$ cat src/rv_defs.svh
/* Width and encoding macros shared by the RV64I decode subsystem. */

`ifndef RV_DEFS_SVH
`define RV_DEFS_SVH

// Data path width.
`define RV_XLEN 64

// Instruction width, compressed forms not supported.
`define RV_ILEN 32

`define RV_REG_AW 5   // 32 integer registers.

`define RV_CSR_AW 12  // Standard CSR address space.

// Canonical NOP, addi x0,x0,0.
`define RV_NOP 32'h0000_0013

`endif

$ cat src/rv_pipe_pkg.sv
/* Pipeline types: instruction class, CSR operation and register index. */

`include "rv_defs.svh"

package rv_pipe_pkg;

  // Class of a decoded instruction, used by execute to pick a unit.
  typedef enum logic [2:0] {
    IT_NONE   = 3'd0,
    IT_ALU    = 3'd1,
    IT_LOAD   = 3'd2,
    IT_STORE  = 3'd3,
    IT_BRANCH = 3'd4,
    IT_JUMP   = 3'd5,
    IT_CSR    = 3'd6
  } itype_e;

  // Matches funct3[1:0] of the Zicsr forms.
  typedef enum logic [1:0] {
    CSR_OP_NONE = 2'd0,
    CSR_OP_RW   = 2'd1,
    CSR_OP_RS   = 2'd2,
    CSR_OP_RC   = 2'd3
  } csr_op_e;

  typedef logic [`RV_REG_AW-1:0] reg_idx_t;

endpackage

$ cat src/reg_file.sv
/* Integer register file, 32 x 64, two combinational read ports and one write port. */

`include "rv_defs.svh"

module reg_file import rv_pipe_pkg::*; (
  input  logic                clk,
  input  logic                rst,
  input  logic                rs1_ren_i,
  input  reg_idx_t            rs1_i,
  input  logic                rs2_ren_i,
  input  reg_idx_t            rs2_i,
  input  logic                wen_i,
  input  reg_idx_t            rd_i,
  input  logic [`RV_XLEN-1:0] wdata_i,
  output logic [`RV_XLEN-1:0] rs1_data_o,
  output logic [`RV_XLEN-1:0] rs2_data_o
);

  logic [`RV_XLEN-1:0] regs [2**`RV_REG_AW];

  always_ff @(posedge clk) begin
    if (rst) begin
      for (int i = 0; i < 2**`RV_REG_AW; i++) begin
        regs[i] <= '0;
      end
    end else if (wen_i && rd_i != '0) begin
      regs[rd_i] <= wdata_i;  // x0 stays zero.
    end
  end

  // No write bypass, a same-cycle write shows up next cycle.
  assign rs1_data_o = rs1_ren_i ? regs[rs1_i] : '0;
  assign rs2_data_o = rs2_ren_i ? regs[rs2_i] : '0;

  a_x0_zero_rs1: assert property (@(posedge clk) disable iff (rst)
    rs1_ren_i && rs1_i == '0 |-> rs1_data_o == '0);

  a_x0_zero_rs2: assert property (@(posedge clk) disable iff (rst)
    rs2_ren_i && rs2_i == '0 |-> rs2_data_o == '0);

endmodule

$ cat config.mk
export PLATFORM = sky130hd
export DESIGN_NAME = reg_file
export DESIGN_NICKNAME = d
export VERILOG_FILES = /design/src/rv_pipe_pkg.sv /design/src/reg_file.sv
export VERILOG_INCLUDE_DIRS = /design/src
export SDC_FILE = /design/constraint.sdc
export NUM_CORES = 2
export LEC_CHECK = 0
export BUFFER_PORTS_ARGS = -buffer_cell sky130_fd_sc_hd__buf_2
export CAP_MARGIN = 30
export CORE_UTILIZATION = 50
export CTS_CLUSTER_SIZE = 10
export DETAILED_ROUTE_END_ITERATION = 10
export MAX_ROUTING_LAYER = met4
export PLACE_DENSITY = 0.66
export SLEW_MARGIN = 5
export SYNTH_ARGS = -nofsm -noshare
export SYNTH_HDL_FRONTEND = slang
export SYNTH_SLANG_ARGS = --single-unit
$ cat constraint.sdc
create_clock -name clk -period 3.6 [get_ports clk]
set_clock_uncertainty 0.15 [all_clocks]
set_input_delay 0.54 -clock clk [delete_from_list [all_inputs] [get_ports clk]]
set_output_delay 0.54 -clock clk [all_outputs]
set_load 0.02 [all_outputs]
; Word-level counts from Yosys, hierarchy flattened
; Memory sizes are Yosys's and may differ from the RTL's.
; Cells that the tools add are included.
[word_totals]
register_bits = 0
elab_cells = 14
out_inout_bits = 128
inputBits = 84
ramBits = 2048
mem_count = 1
[mem_list]
columns = name, words, word_bits, read_ports, rd_ports_with_merged_regs, write_ports, line
row1 = regs, 32, 64, 2, 0, 32, reg_file.sv:19  ; logic [`RV_XLEN-1:0] regs [2**`RV_REG_AW];
[classes]
n_reduce_logical = 3
n_mux = 10
[op_table]
columns = op, n
row1 = 64-bit 2-to-1 mux, 3
row2 = 64-bit OR reduction, 1
row3 = 1-bit 2-to-1 mux, 6
row4 = 5-bit 2-to-1 mux, 1
row5 = 5-bit nonzero test, 1
row6 = 1-bit logical AND, 1

; Longest topological paths before layout
[logic_depth]
word_depth = 7
ltp_mapped = 10
depth_no_buf = 4

; Worst setup path after synthesis
; Ideal clock, no wire load.
[synth_path]
path_type = input to output
startpoint = in rs2_i[1]
endpoint = out rs2_data_o[58]
required_time_ns = 2.910
path_stages = 7
n_path_buf = 5
path_slack_ns = 0.557
arrival_time_ns = 2.353
path_cell_list = buf_4 -> buf_2 -> buf_4 -> buf_2 -> buf_4 -> a211oi_1 -> nor4_1
[synth_between]
elab_chain_len = 2
[synth_lines]
columns = element, line
row1 = "start, declared", reg_file.sv:11  ; input reg_idx_t rs2_i,
row2 = memory read 32 x 64 bit, -
row3 = 64-bit 2-to-1 mux, reg_file.sv:33  ; assign rs2_data_o = rs2_ren_i ? regs[rs2_i] : '0;
row4 = "end, declared", reg_file.sv:16  ; output logic [`RV_XLEN-1:0] rs2_data_o
; Every way passes these cells.

; Final worst setup path
[layout_path]
startpoint = in rs2_i[4]
endpoint = out rs2_data_o[9]
; The elaborated chain is that of the path after synthesis.

==> impl_metrics.env <==
export IMPL_drt_iter0_drc=16700
export IMPL_drv_slew=0
export IMPL_fin_setup_tns_ns=-0.575
export IMPL_grt_overflow=0
export IMPL_fin_crit_ns=3.68
export IMPL_fin_ws_ns=-0.0840
export IMPL_htreeDepth=4
export IMPL_setup_viol=13
export IMPL_post_route_period_util_pct=102
export IMPL_max_freq_mhz=271
export IMPL_syn_area_sq_um=108000
export IMPL_hold_class="input port to flop"
export IMPL_rows=170
export IMPL_holdWs_ns=0.0614
export IMPL_syn_inst=7035
export IMPL_relSlewSlack_pct=22.4
export IMPL_p_per_area_nw_per_um2=463
export IMPL_grt_pass1_vias=73300
export IMPL_totalWireLength_microns=453000
export IMPL_ir_drop_v=0.000559
export IMPL_vias=76100
export IMPL_cpMostUsedCell="buf_4"
export IMPL_core_area_sq_um=215000
export IMPL_hold_violations=0
export IMPL_start_util_pct=50.4
export IMPL_maxCapViolCount=0
export IMPL_largest_register_ffs=2048
export IMPL_hpwl_microns=271000
export IMPL_max_flop_register="regs"
export IMPL_synth_avg_cell_area_sq_um=15.4
export IMPL_synthArstFlopShare_pct=0
export IMPL_crit_chain="buf_2 -> buf_4 -> nand2b_1 -> buf_4 -> buf_4 -> a21oi_1 -> nor4_4 -> buf_4 -> buf_4 -> buf_2"
export IMPL_antenna_found_initial=98
export IMPL_ys_warn_count=0
export IMPL_areaGrowthSynthToFinish_pct=14.5
export IMPL_cpPeakStageDelay_ns=0.43
export IMPL_vias_per_cell=7.33
export IMPL_cp_arrival_ns=2.99
export IMPL_synth_simple_area_share_pct=13.3
export IMPL_root_buffer="clkbuf_16"
export IMPL_floorplan_die_width_microns=467
export IMPL_cts_path_max_buffers=3
export IMPL_cp_start_kind="input port"
export IMPL_die_y_microns=467
export IMPL_drive_gt1_share_pct=30.0
export IMPL_synth_top_family_by_area="multiplexers"
export IMPL_synth_seq_cells=2048
export IMPL_cp_depth=10
export IMPL_postRouteAntennaNets=0
export IMPL_crit_end="rs2_data_o[9]"
export IMPL_nets=7460
export IMPL_placed_cells=9981
export IMPL_cp_end_kind="primary output"
export IMPL_wl_per_cell_microns=43.7
export IMPL_cts_sinks=2048
export IMPL_crit_type="input port to primary output"
export IMPL_cts_tree="done"
export IMPL_run_status="complete, but fails checks"
export IMPL_synth_adder_area_share_pct=0
export IMPL_layout_cells_non_filler=10400
export IMPL_p_leak_nw=43.4
export IMPL_postCtsSetupBuffers=0
export IMPL_synth_compound_area_share_pct=3.84
export IMPL_synth_edf_count=2048
export IMPL_yosys_area_share_xor_xnor_pct=0
export IMPL_route_detailed_drc=0
export IMPL_grt_max_degree=65
export IMPL_grt_pass1_wl_microns=609000
export IMPL_muxShareOfSynthArea_pct=22.8
export IMPL_synth_seq_area_share_pct=56.8
export IMPL_grt_total_usage_pct=42.7
export IMPL_top_regs="regs: 2048 flops"
export IMPL_die_area_sq_um=218000
export IMPL_ys_flop_type="edfxtp_1"
export IMPL_cp_max_fo=7
export IMPL_worstSetupStartpoint="rs2_i[4]"
export IMPL_yosysUniqueCellTypes=57
export IMPL_clk_pin_slew_ns=0.06
export IMPL_fillers=16400
export IMPL_violations="setup timing"
export IMPL_crit_required_ns=2.91
export IMPL_cp_num_buf_inv=7
export IMPL_crit_family="buffers and inverters"
export IMPL_dr_pass1_iters=6
export IMPL_num_io_pins=212
export IMPL_gp_congestion=0.945
export IMPL_worst_slew_pin_slew_ns=1.16
export IMPL_portBuffers=211
export IMPL_cts_buffers=229
export IMPL_crit_path_top_delay_cell="nand2b_1"
## Yosys cell counts, types with 65 or more instances
master | count | area, sq um
edfxtp_1 | 2048 | 61500
and2_1 | 1989 | 12400
mux4_2 | 976 | 22000
clkbuf_1 | 529 | 1990
mux2i_1 | 196 | 1960
a22oi_1 | 151 | 1130
buf_2 | 130 | 651
nand2_1 | 116 | 435
nor2_1 | 91 | 342
o22ai_1 | 83 | 519
buf_4 | 71 | 533
a211oi_1 | 68 | 510
mux2_2 | 65 | 732
## routing by layer
metal | vias up | wire length, microns | part of all wire [%] | global-route usage [%]
met5 | - | 0 | 0 | -
li1 | 27900 | - | - | -
met3 | 1974 | 74600 | 16 | 14.1
met4 | 0 | 37600 | 8.3 | 30.0
met1 | 38300 | 144000 | 32 | 51.7
met2 | 7969 | 197000 | 43 | 60.2
## cell usage in the layout (no fill, tap or decap), types with 64 or more instances in the layout
cell type	synthesis	layout
mux4_2	976	976
o22ai_1	83	80
and2_1	1989	1988
mux2i_1	196	194
a22oi_1	151	150
edfxtp_1	2048	2048
conb_1	1	64
nand2_1	116	111
clkbuf_16	0	232
diode_2	0	100
mux2_2	65	64
buf_12	0	201
buf_4	71	409
buf_2	130	201
## logic make-up (layout without fill, tap and decap cells)
logic type / count (synthesis) / in the layout
other: 1 / 164
AND/OR/NAND/NOR: 2387 / 2387
multiplexers: 1237 / 1237
AO/OA/AOI/OAI: 581 / 581
flip-flops: 2048 / 2048
buffers and inverters: 781 / 1126
## cell type report
cell class | instances | area [sq um] | area share, %
inverters | 3 | 11.3 | 0.00908
clock buffers | 273 | 5960 | 4.80
well taps | 2838 | 3550 | 2.86
multi-input cells | 4269 | 44100 | 35.6
flip-flops and latches | 2048 | 61500 | 49.6
diodes | 100 | 250 | 0.202
clock inverters | 25 | 293 | 0.236
repair buffers | 825 | 8320 | 6.71
## repair_timing
item	4_1_cts	5_1_grt
hold buffers	1	0
gates resized for setup	21	23
endpoints found under the setup margin	22	19
hold endpoints to repair	15	0
gates cloned	1	0
pin swaps	1	2
## where the power goes
| group | switching (mW) | internal (mW) | total, mW |
|---|---|---|---|
| combinational | 4.74 | 3.29 | 8.03 |
| clock | 9.58 | 11.5 | 21.1 |
| sequential | 0.692 | 27.6 | 28.3 |
| total | 15.0 | 42.4 | 57.4 |
## how the worst min path moves through the flow
stage	from	endpoint	slack, ns	cells after the start
after global routing	wdata_i[2]	regs[2][2]$_SDFFCE_PN0P_	0.09	2
after CTS	wdata_i[2]	regs[20][2]$_SDFFCE_PN0P_	0.06	2
final	wdata_i[33]	regs[7][33]$_SDFFCE_PN0P_	0.06	2
after detailed placement	rst	regs[0][31]$_SDFFCE_PN0P_	0.81	1
after global placement	rst	regs[0][31]$_SDFFCE_PN0P_	0.81	1
after floorplan	wdata_i[0]	regs[1][0]$_SDFFCE_PN0P_	0.59	1
## through the flow
step                setup WS (ns)  power (mW)  instance area [sq um]  utilization, %
floorplan                   0.557        32.7                 109000               -
global placement           -0.646        36.2                 117000            54.6
detailed placement         -0.308        36.4                 117000            54.6
CTS                       0.00462        57.0                 124000            57.6
global route              -0.0387        58.3                 124000            57.7
finish                    -0.0840        57.4                 124000            57.7
Note: power is estimated with default switching activity, not from simulation.
