===== src/rv_defs.svh =====
/* Width and encoding macros shared by the RV64I decode subsystem. */

`ifndef RV_DEFS_SVH
`define RV_DEFS_SVH

// Data path width.
`define RV_XLEN 64

// Instruction width, compressed forms not supported.
`define RV_ILEN 32

`define RV_REG_AW 5   // 32 integer registers.

`define RV_CSR_AW 12  // Standard CSR address space.

// Canonical NOP, addi x0,x0,0.
`define RV_NOP 32'h0000_0013

`endif


===== src/rv_isa_pkg.sv =====
/* ISA encodings: major opcode enum, Zicsr funct3 codes and machine CSR addresses. */

`include "rv_defs.svh"

package rv_isa_pkg;

  // Major opcode, instruction bits 6:2. Bits 1:0 are always 2'b11 for 32-bit forms.
  typedef enum logic [4:0] {
    OPC_LOAD      = 5'b00000,
    OPC_OP_IMM    = 5'b00100,
    OPC_AUIPC     = 5'b00101,
    OPC_OP_IMM_32 = 5'b00110,
    OPC_STORE     = 5'b01000,
    OPC_OP        = 5'b01100,
    OPC_LUI       = 5'b01101,
    OPC_OP_32     = 5'b01110,
    OPC_BRANCH    = 5'b11000,
    OPC_JALR      = 5'b11001,
    OPC_JAL       = 5'b11011,
    OPC_SYSTEM    = 5'b11100
  } opcode_e;

  // Zicsr funct3. Bit 2 selects the immediate form.
  localparam logic [2:0] F3_CSRRW  = 3'b001;
  localparam logic [2:0] F3_CSRRS  = 3'b010;
  localparam logic [2:0] F3_CSRRC  = 3'b011;
  localparam logic [2:0] F3_CSRRWI = 3'b101;
  localparam logic [2:0] F3_CSRRSI = 3'b110;
  localparam logic [2:0] F3_CSRRCI = 3'b111;

  // Machine mode CSRs implemented here.
  localparam logic [`RV_CSR_AW-1:0] CSR_MSTATUS  = 12'h300;
  localparam logic [`RV_CSR_AW-1:0] CSR_MTVEC    = 12'h305;
  localparam logic [`RV_CSR_AW-1:0] CSR_MSCRATCH = 12'h340;
  localparam logic [`RV_CSR_AW-1:0] CSR_MEPC     = 12'h341;
  localparam logic [`RV_CSR_AW-1:0] CSR_MCAUSE   = 12'h342;
  localparam logic [`RV_CSR_AW-1:0] CSR_MCYCLE   = 12'hB00;

endpackage


===== src/rv_pipe_pkg.sv =====
/* Pipeline types: instruction class, CSR operation and register index. */

`include "rv_defs.svh"

package rv_pipe_pkg;

  // Class of a decoded instruction, used by execute to pick a unit.
  typedef enum logic [2:0] {
    IT_NONE   = 3'd0,
    IT_ALU    = 3'd1,
    IT_LOAD   = 3'd2,
    IT_STORE  = 3'd3,
    IT_BRANCH = 3'd4,
    IT_JUMP   = 3'd5,
    IT_CSR    = 3'd6
  } itype_e;

  // Matches funct3[1:0] of the Zicsr forms.
  typedef enum logic [1:0] {
    CSR_OP_NONE = 2'd0,
    CSR_OP_RW   = 2'd1,
    CSR_OP_RS   = 2'd2,
    CSR_OP_RC   = 2'd3
  } csr_op_e;

  typedef logic [`RV_REG_AW-1:0] reg_idx_t;

endpackage


===== src/csr_file.sv =====
/* Machine CSR file: mstatus, mtvec, mepc, mcause, mscratch, mcycle with RW/RS/RC commit. */

`include "rv_defs.svh"

module csr_file import rv_isa_pkg::*; import rv_pipe_pkg::*; (
  input  logic                  clk,
  input  logic                  rst,
  input  logic [`RV_CSR_AW-1:0] csr_addr_i,
  input  csr_op_e               csr_op_i,
  input  logic [`RV_XLEN-1:0]   csr_wdata_i,
  input  logic                  commit_i,
  output logic [`RV_XLEN-1:0]   csr_rdata_o
);

  logic [`RV_XLEN-1:0] mstatus, mtvec, mepc, mcause, mscratch, mcycle;
  logic [`RV_XLEN-1:0] wr_val;
  logic                wr_en;

  always_comb begin
    case (csr_addr_i)
      CSR_MSTATUS:  csr_rdata_o = mstatus;
      CSR_MTVEC:    csr_rdata_o = mtvec;
      CSR_MEPC:     csr_rdata_o = mepc;
      CSR_MCAUSE:   csr_rdata_o = mcause;
      CSR_MSCRATCH: csr_rdata_o = mscratch;
      CSR_MCYCLE:   csr_rdata_o = mcycle;
      default:      csr_rdata_o = '0;
    endcase
  end

  always_comb begin
    case (csr_op_i)
      CSR_OP_RW: wr_val = csr_wdata_i;
      CSR_OP_RS: wr_val = csr_rdata_o | csr_wdata_i;
      CSR_OP_RC: wr_val = csr_rdata_o & ~csr_wdata_i;
      default:   wr_val = csr_rdata_o;
    endcase
  end

  // Set and clear with a zero mask are pure reads.
  assign wr_en = commit_i && (csr_op_i == CSR_OP_RW ||
                 (csr_op_i != CSR_OP_NONE && csr_wdata_i != '0));

  always_ff @(posedge clk) begin
    if (rst) begin
      mstatus  <= '0;
      mtvec    <= '0;
      mepc     <= '0;
      mcause   <= '0;
      mscratch <= '0;
      mcycle   <= '0;
    end else begin
      mcycle <= mcycle + 1'b1;  // Free running, software writes are dropped.
      if (wr_en) begin
        case (csr_addr_i)
          CSR_MSTATUS:  mstatus  <= wr_val;
          CSR_MTVEC:    mtvec    <= wr_val;
          CSR_MEPC:     mepc     <= wr_val;
          CSR_MCAUSE:   mcause   <= wr_val;
          CSR_MSCRATCH: mscratch <= wr_val;
          default: ;
        endcase
      end
    end
  end

  a_commit_op_known: assert property (@(posedge clk) disable iff (rst)
    commit_i |-> !$isunknown(csr_op_i));

endmodule


===== config.mk =====
export PLATFORM = sky130hd
export DESIGN_NAME = csr_file
export DESIGN_NICKNAME = d
export VERILOG_FILES = /design/src/rv_isa_pkg.sv /design/src/rv_pipe_pkg.sv /design/src/csr_file.sv
export VERILOG_INCLUDE_DIRS = /design/src
export SDC_FILE = /design/constraint.sdc
export NUM_CORES = 1
export LEC_CHECK = 0
export BUFFER_PORTS_ARGS = -buffer_cell sky130_fd_sc_hd__buf_2
export CORE_MARGIN = 2
export CORE_UTILIZATION = 60
export CTS_CLUSTER_DIAMETER = 150
export DETAILED_ROUTE_END_ITERATION = 8
export GPL_ROUTABILITY_DRIVEN = 0
export PLACE_DENSITY = 0.8
export REMOVE_ABC_BUFFERS = 1
export SLEW_MARGIN = 40
export SYNTH_ARGS = -nofsm -noshare
export SYNTH_HDL_FRONTEND = slang
export SYNTH_SLANG_ARGS = --single-unit

===== constraint.sdc =====
create_clock -name clk -period 5.2 [get_ports clk]
set_input_delay 0.52 -clock clk [delete_from_list [all_inputs] [get_ports clk]]
set_output_delay 0.52 -clock clk [all_outputs]
set_load 0.005 [all_outputs]

**After elaboration in Yosys (flattened, before gate mapping)**

Cells that the tools add are included.

- Add/subtract/negate cells: 1
- Equal/unequal tests: 9
- Muxes and demuxes: 2
- Bitwise gates (word level): 3
- Reduce and logical (&&, ||, !) cells: 10

Operator list:

| operator | count |
|---|---|
| $pmux W64 S6 | 1 |
| $pmux W64 S3 | 1 |
| $add A64 B1 Y64 const B | 1 |
| $and A64 B64 Y64 | 1 |
| $not A64 Y64 | 1 |
| $or A64 B64 Y64 | 1 |
| $reduce_bool A64 Y1 | 1 |
| $eq A12 B10 Y1 const B | 5 |
| $eq A12 B12 Y1 const B | 1 |
| $reduce_and A2 Y1 | 5 |
| $eq A2 B2 Y1 const B | 2 |
| $eq A2 B1 Y1 const B | 1 |
| $logic_and A1 B1 Y1 | 2 |
| $reduce_bool A2 Y1 | 1 |
| $logic_or A1 B1 Y1 | 1 |

- Bits in registers: 384
- Input port bits: 81
- Output and inout bits: 64
- Logic and storage cells: 31

**Depth between registers and ports, before layout**

- Depth after elaboration: 5
- Gate-level depth with buffers: 10
- Mapped depth without buffers: 7

**Worst setup path before layout**

Ideal clock, no wire load.

- Kind: in2out
- Start: in csr_addr_i[5]
- End: out csr_rdata_o[49]
- Data arrival time: 2.334 ns
- Data required time: 4.680 ns
- Slack: 2.346 ns
- Stages: 8
- Path buffers: 5
- Cell sequence: or4b_1 -> clkbuf_1 -> clkbuf_1 -> buf_2 -> or2_2 -> clkbuf_1 -> buf_2 -> a21oi_1

- Word-level cells in the longest chain between the ends: 2
- Elaborated cells on any way between the ends: 7
- Classes of those cells: eq/ne (6); mux (1)

Ends and longest elaborated chain:

| element | RTL line | source |
|---|---|---|
| from (decl) | csr_file.sv:8 | `` input logic [`RV_CSR_AW-1:0] csr_addr_i, `` |
| $eq A12 B12 Y1 or $eq A12 B10 Y1 (tied branches) | csr_file.sv:20 | `case (csr_addr_i)` |
| $pmux W64 S6 * | csr_file.sv:20 |  |
| to (decl) | csr_file.sv:12 | `` output logic [`RV_XLEN-1:0] csr_rdata_o `` |

Mark *: on every way between the ends. The rest lies on a longest branch, timed or not.

**Final worst setup path**

- Start: in csr_addr_i[1]
- End: out csr_rdata_o[20]

Same word-level chain as after synthesis.

==> results.json <==
{
  "fin_crit_ps": 3691,
  "worstPathMaxFanout": 33,
  "max_freq_mhz": 270.9,
  "dr.pass1.iters": 7,
  "ys.warnings.count": 0,
  "hold_path.class": "input pin to register",
  "drv_cap": 0,
  "ioPinCount": 145,
  "fin_setup_tns_ps": 0,
  "grt_pass1_vias": 17760,
  "leakage_nw": 6.901,
  "die_y_um": 184.2,
  "synth_area_um2": 19490,
  "grt_pass1_wl_mm": 99.93,
  "drc": 0,
  "ys_seq_area_share_pct": 39.45,
  "track_usage_pct": 37.11,
  "clock-sinks": 384,
  "crit_arrival_ps": 3170,
  "cts_resized": 0,
  "core_area_um2": 31800,
  "setup_viol": 0,
  "avgViaCountPerCell": 6.968,
  "ys.flop_type": "dfxtp_1",
  "syn_area_per_cell_um2": 8.364,
  "grt_max_degree": 134,
  "die_w_um": 184.2,
  "fin_ws_ps": 1509,
  "clk_pin_slew_ps": 60,
  "peakVddDrop_mv": 0.2119,
  "hold_viol": 0,
  "hpwl_mm": 39.50,
  "outcome": "completed",
  "met2_length_mm": 27.86,
  "async_flop_share_pct": 0,
  "r2r-end": "mcycle[63]$_SDFF_PP0_",
  "wl_met1_mm": 25.30,
  "synth_cells": 2330,
  "yosys_register_bits": 384,
  "powerDensity_nw_per_um2": 291.5,
  "rr_startpoint": "mcycle[5]$_SDFF_PP0_",
  "num-fill-cells": 2574,
  "rrSetupSlack_ps": 1790,
  "ant_nets": 0,
  "final_nets": 2392,
  "wl_mm": 64.77,
  "finalCritPeriodShare_pct": 70.99,
  "syn2layout_area_growth_pct": 10.85,
  "rsz0062_at_grt": "no",
  "slew_violations": 0,
  "whs_ps": 379.8,
  "rows": 65,
  "synth_edf_count": 0,
  "final_core_util_pct": 67.94,
  "ys_types": 47,
  "cts_hold_repair.buffers": 0,
  "end_kind": "primary output",
  "tightest_slew_ps": 917.4,
  "start_util_pct": 61.29,
  "io_buffers": 144,
  "num_vias": 19340,
  "ctsRootBufferMaster": "clkbuf_16",
  "cp.required_ps": 4680,
  "relSlewSlack_pct": 38.84,
  "routedWlPerCell_um": 23.34,
  "overflow": 0,
  "crit_path_start": "csr_addr_i[1]",
  "endpoint": "csr_rdata_o[20]",
  "clock_skew_ps": 21.68,
  "htreeDepth": 2,
  "met3_length_mm": 8.008,
  "critPathLaunchType": "input pin",
  "instances_no_fill": 2775,
  "drt_iter0_markers": 2568,
  "dieArea_um2": 33940,
  "pre_cts_ws_ps": 1501,
  "antenna_found_initial": 2,
  "r2r_cells": 6,
  "critical_path_class": "input pin to primary output",
  "insertion_delay_ps": 540,
  "drive_gt1_share_pct": 13.82,
  "cts_tree": "built",
  "cts_buffers": 41,
  "cts.path.max_buffers": 3,
  "top_layer_used": "met4",
  "dpl.cell_count": 2702,
  "cts_setup_buffers": 0
}
Yosys cell counts (3+ instances only):
cell,n,share of area [%]
o32a_1,15,0.77
or2_2,50,1.6
buf_2,38,0.98
nand4_1,19,0.61
nor3_1,13,0.33
or3_1,10,0.32
or4_1,57,2.2
buf_1,17,0.33
and4_1,10,0.45
o21ai_1,6,0.15
a22oi_1,79,3.0
a211oi_1,196,7.6
inv_1,11,0.21
o21ai_0,93,2.4
nand3b_1,171,6.6
nand3_1,25,0.64
a21oi_1,134,3.4
xnor2_1,42,1.9
nor2_1,266,5.1
o211ai_1,4,0.15
nor2b_1,20,0.64
clkbuf_1,199,3.8
and3_1,7,0.22
nor4_1,223,7.2
dfxtp_1,384,39
or4b_1,3,0.15
xor2_1,30,1.3
nand2_1,70,1.3
mux2i_1,113,5.8
logic make-up after synthesis:
logic type	synth area share, %
fa+ha+maj	0.06419
flops	39.45
mux	5.804
buf+inv	5.348
compound gates	18.00
simple gates	28.11
xor+xnor	3.236
placed cells by master (no fill, tap or decap), types with 3 or more instances in the layout:
cell and instances:
a211oi_1 196, a21oi_1 134, a22oi_1 79, and3_1 7, and4_1 10, buf_12 4
buf_2 140, buf_4 44, clkbuf_1 11, clkbuf_16 43, clkbuf_8 11, clkinv_2 5
dfxtp_1 384, inv_1 11, mux2i_1 113, nand2_1 70, nand3_1 25, nand3b_1 171
nand4_1 19, nor2_1 265, nor2b_1 19, nor3_1 13, nor4_1 222, o211ai_1 4
o21ai_0 91, o21ai_1 8, o32a_1 15, or2_2 50, or3_1 10, or4_1 56
or4b_4 3, xnor2_1 42, xor2_1 29
power breakdown:
part           internal [mW]  switching [mW]  total [mW]
Combinational          0.132           0.366       0.499
Sequential              2.94         0.00344        2.95
Clock                   1.67            1.19        2.85
layer usage:
layer / up-vias / GRT usage (%)
li1: 8646 / -
met1: 9070 / 49.30
met2: 1335 / 56.71
met3: 284 / 8.319
met4: 0 / 18.88
met5: - / 0
registers in the layout (all words and copies together), names as in the netlist:
register	count
mcycle	64
mstatus	64
mscratch	64
mcause	64
mepc	64
mtvec	64
per-stage QoR:
step	power, mW	cell area (µm²)
finish	6.297	21600
global route	6.437	21600
CTS	6.274	21590
detailed placement	3.482	20290
global placement	3.472	20220
floorplan	3.194	18490
final cells by class:
type / count / area (µm²) / area share [%]
multi-input combinational: 1681 / 10860 / 50.26
clock inverter: 6 / 33.78 / 0.1564
tap: 435 / 544.3 / 2.519
antenna: 2 / 5.005 / 0.02317
sequential: 384 / 7687 / 35.58
clock buffer: 65 / 1269 / 5.873
timing repair buffer: 191 / 1165 / 5.392
inverter: 11 / 41.29 / 0.1911
worst max-delay path: stages:
cell    delay, ps
buf_2         530
or4_2         790
buf_4         420
nor4_1        100
or4_1         600
buf_2         160
worst min path at each step:
stage / start / slack [ps] / depth (start not counted) / endpoint
4_1_cts: rst / 360 / 2 / mcycle[30]$_SDFF_PP0_
3_5_place_dp: mcause[53]$_SDFFE_PP0P_ / 450 / 2 / mcause[53]$_SDFFE_PP0P_
3_3_place_gp: mcause[51]$_SDFFE_PP0P_ / 440 / 2 / mcause[51]$_SDFFE_PP0P_
2_1_floorplan: mcause[0]$_SDFFE_PP0P_ / 430 / 2 / mcause[0]$_SDFFE_PP0P_
5_1_grt: rst / 390 / 2 / mcycle[30]$_SDFF_PP0_
6_report: rst / 380 / 2 / mcycle[30]$_SDFF_PP0_
(Power assumes the default switching activity.)
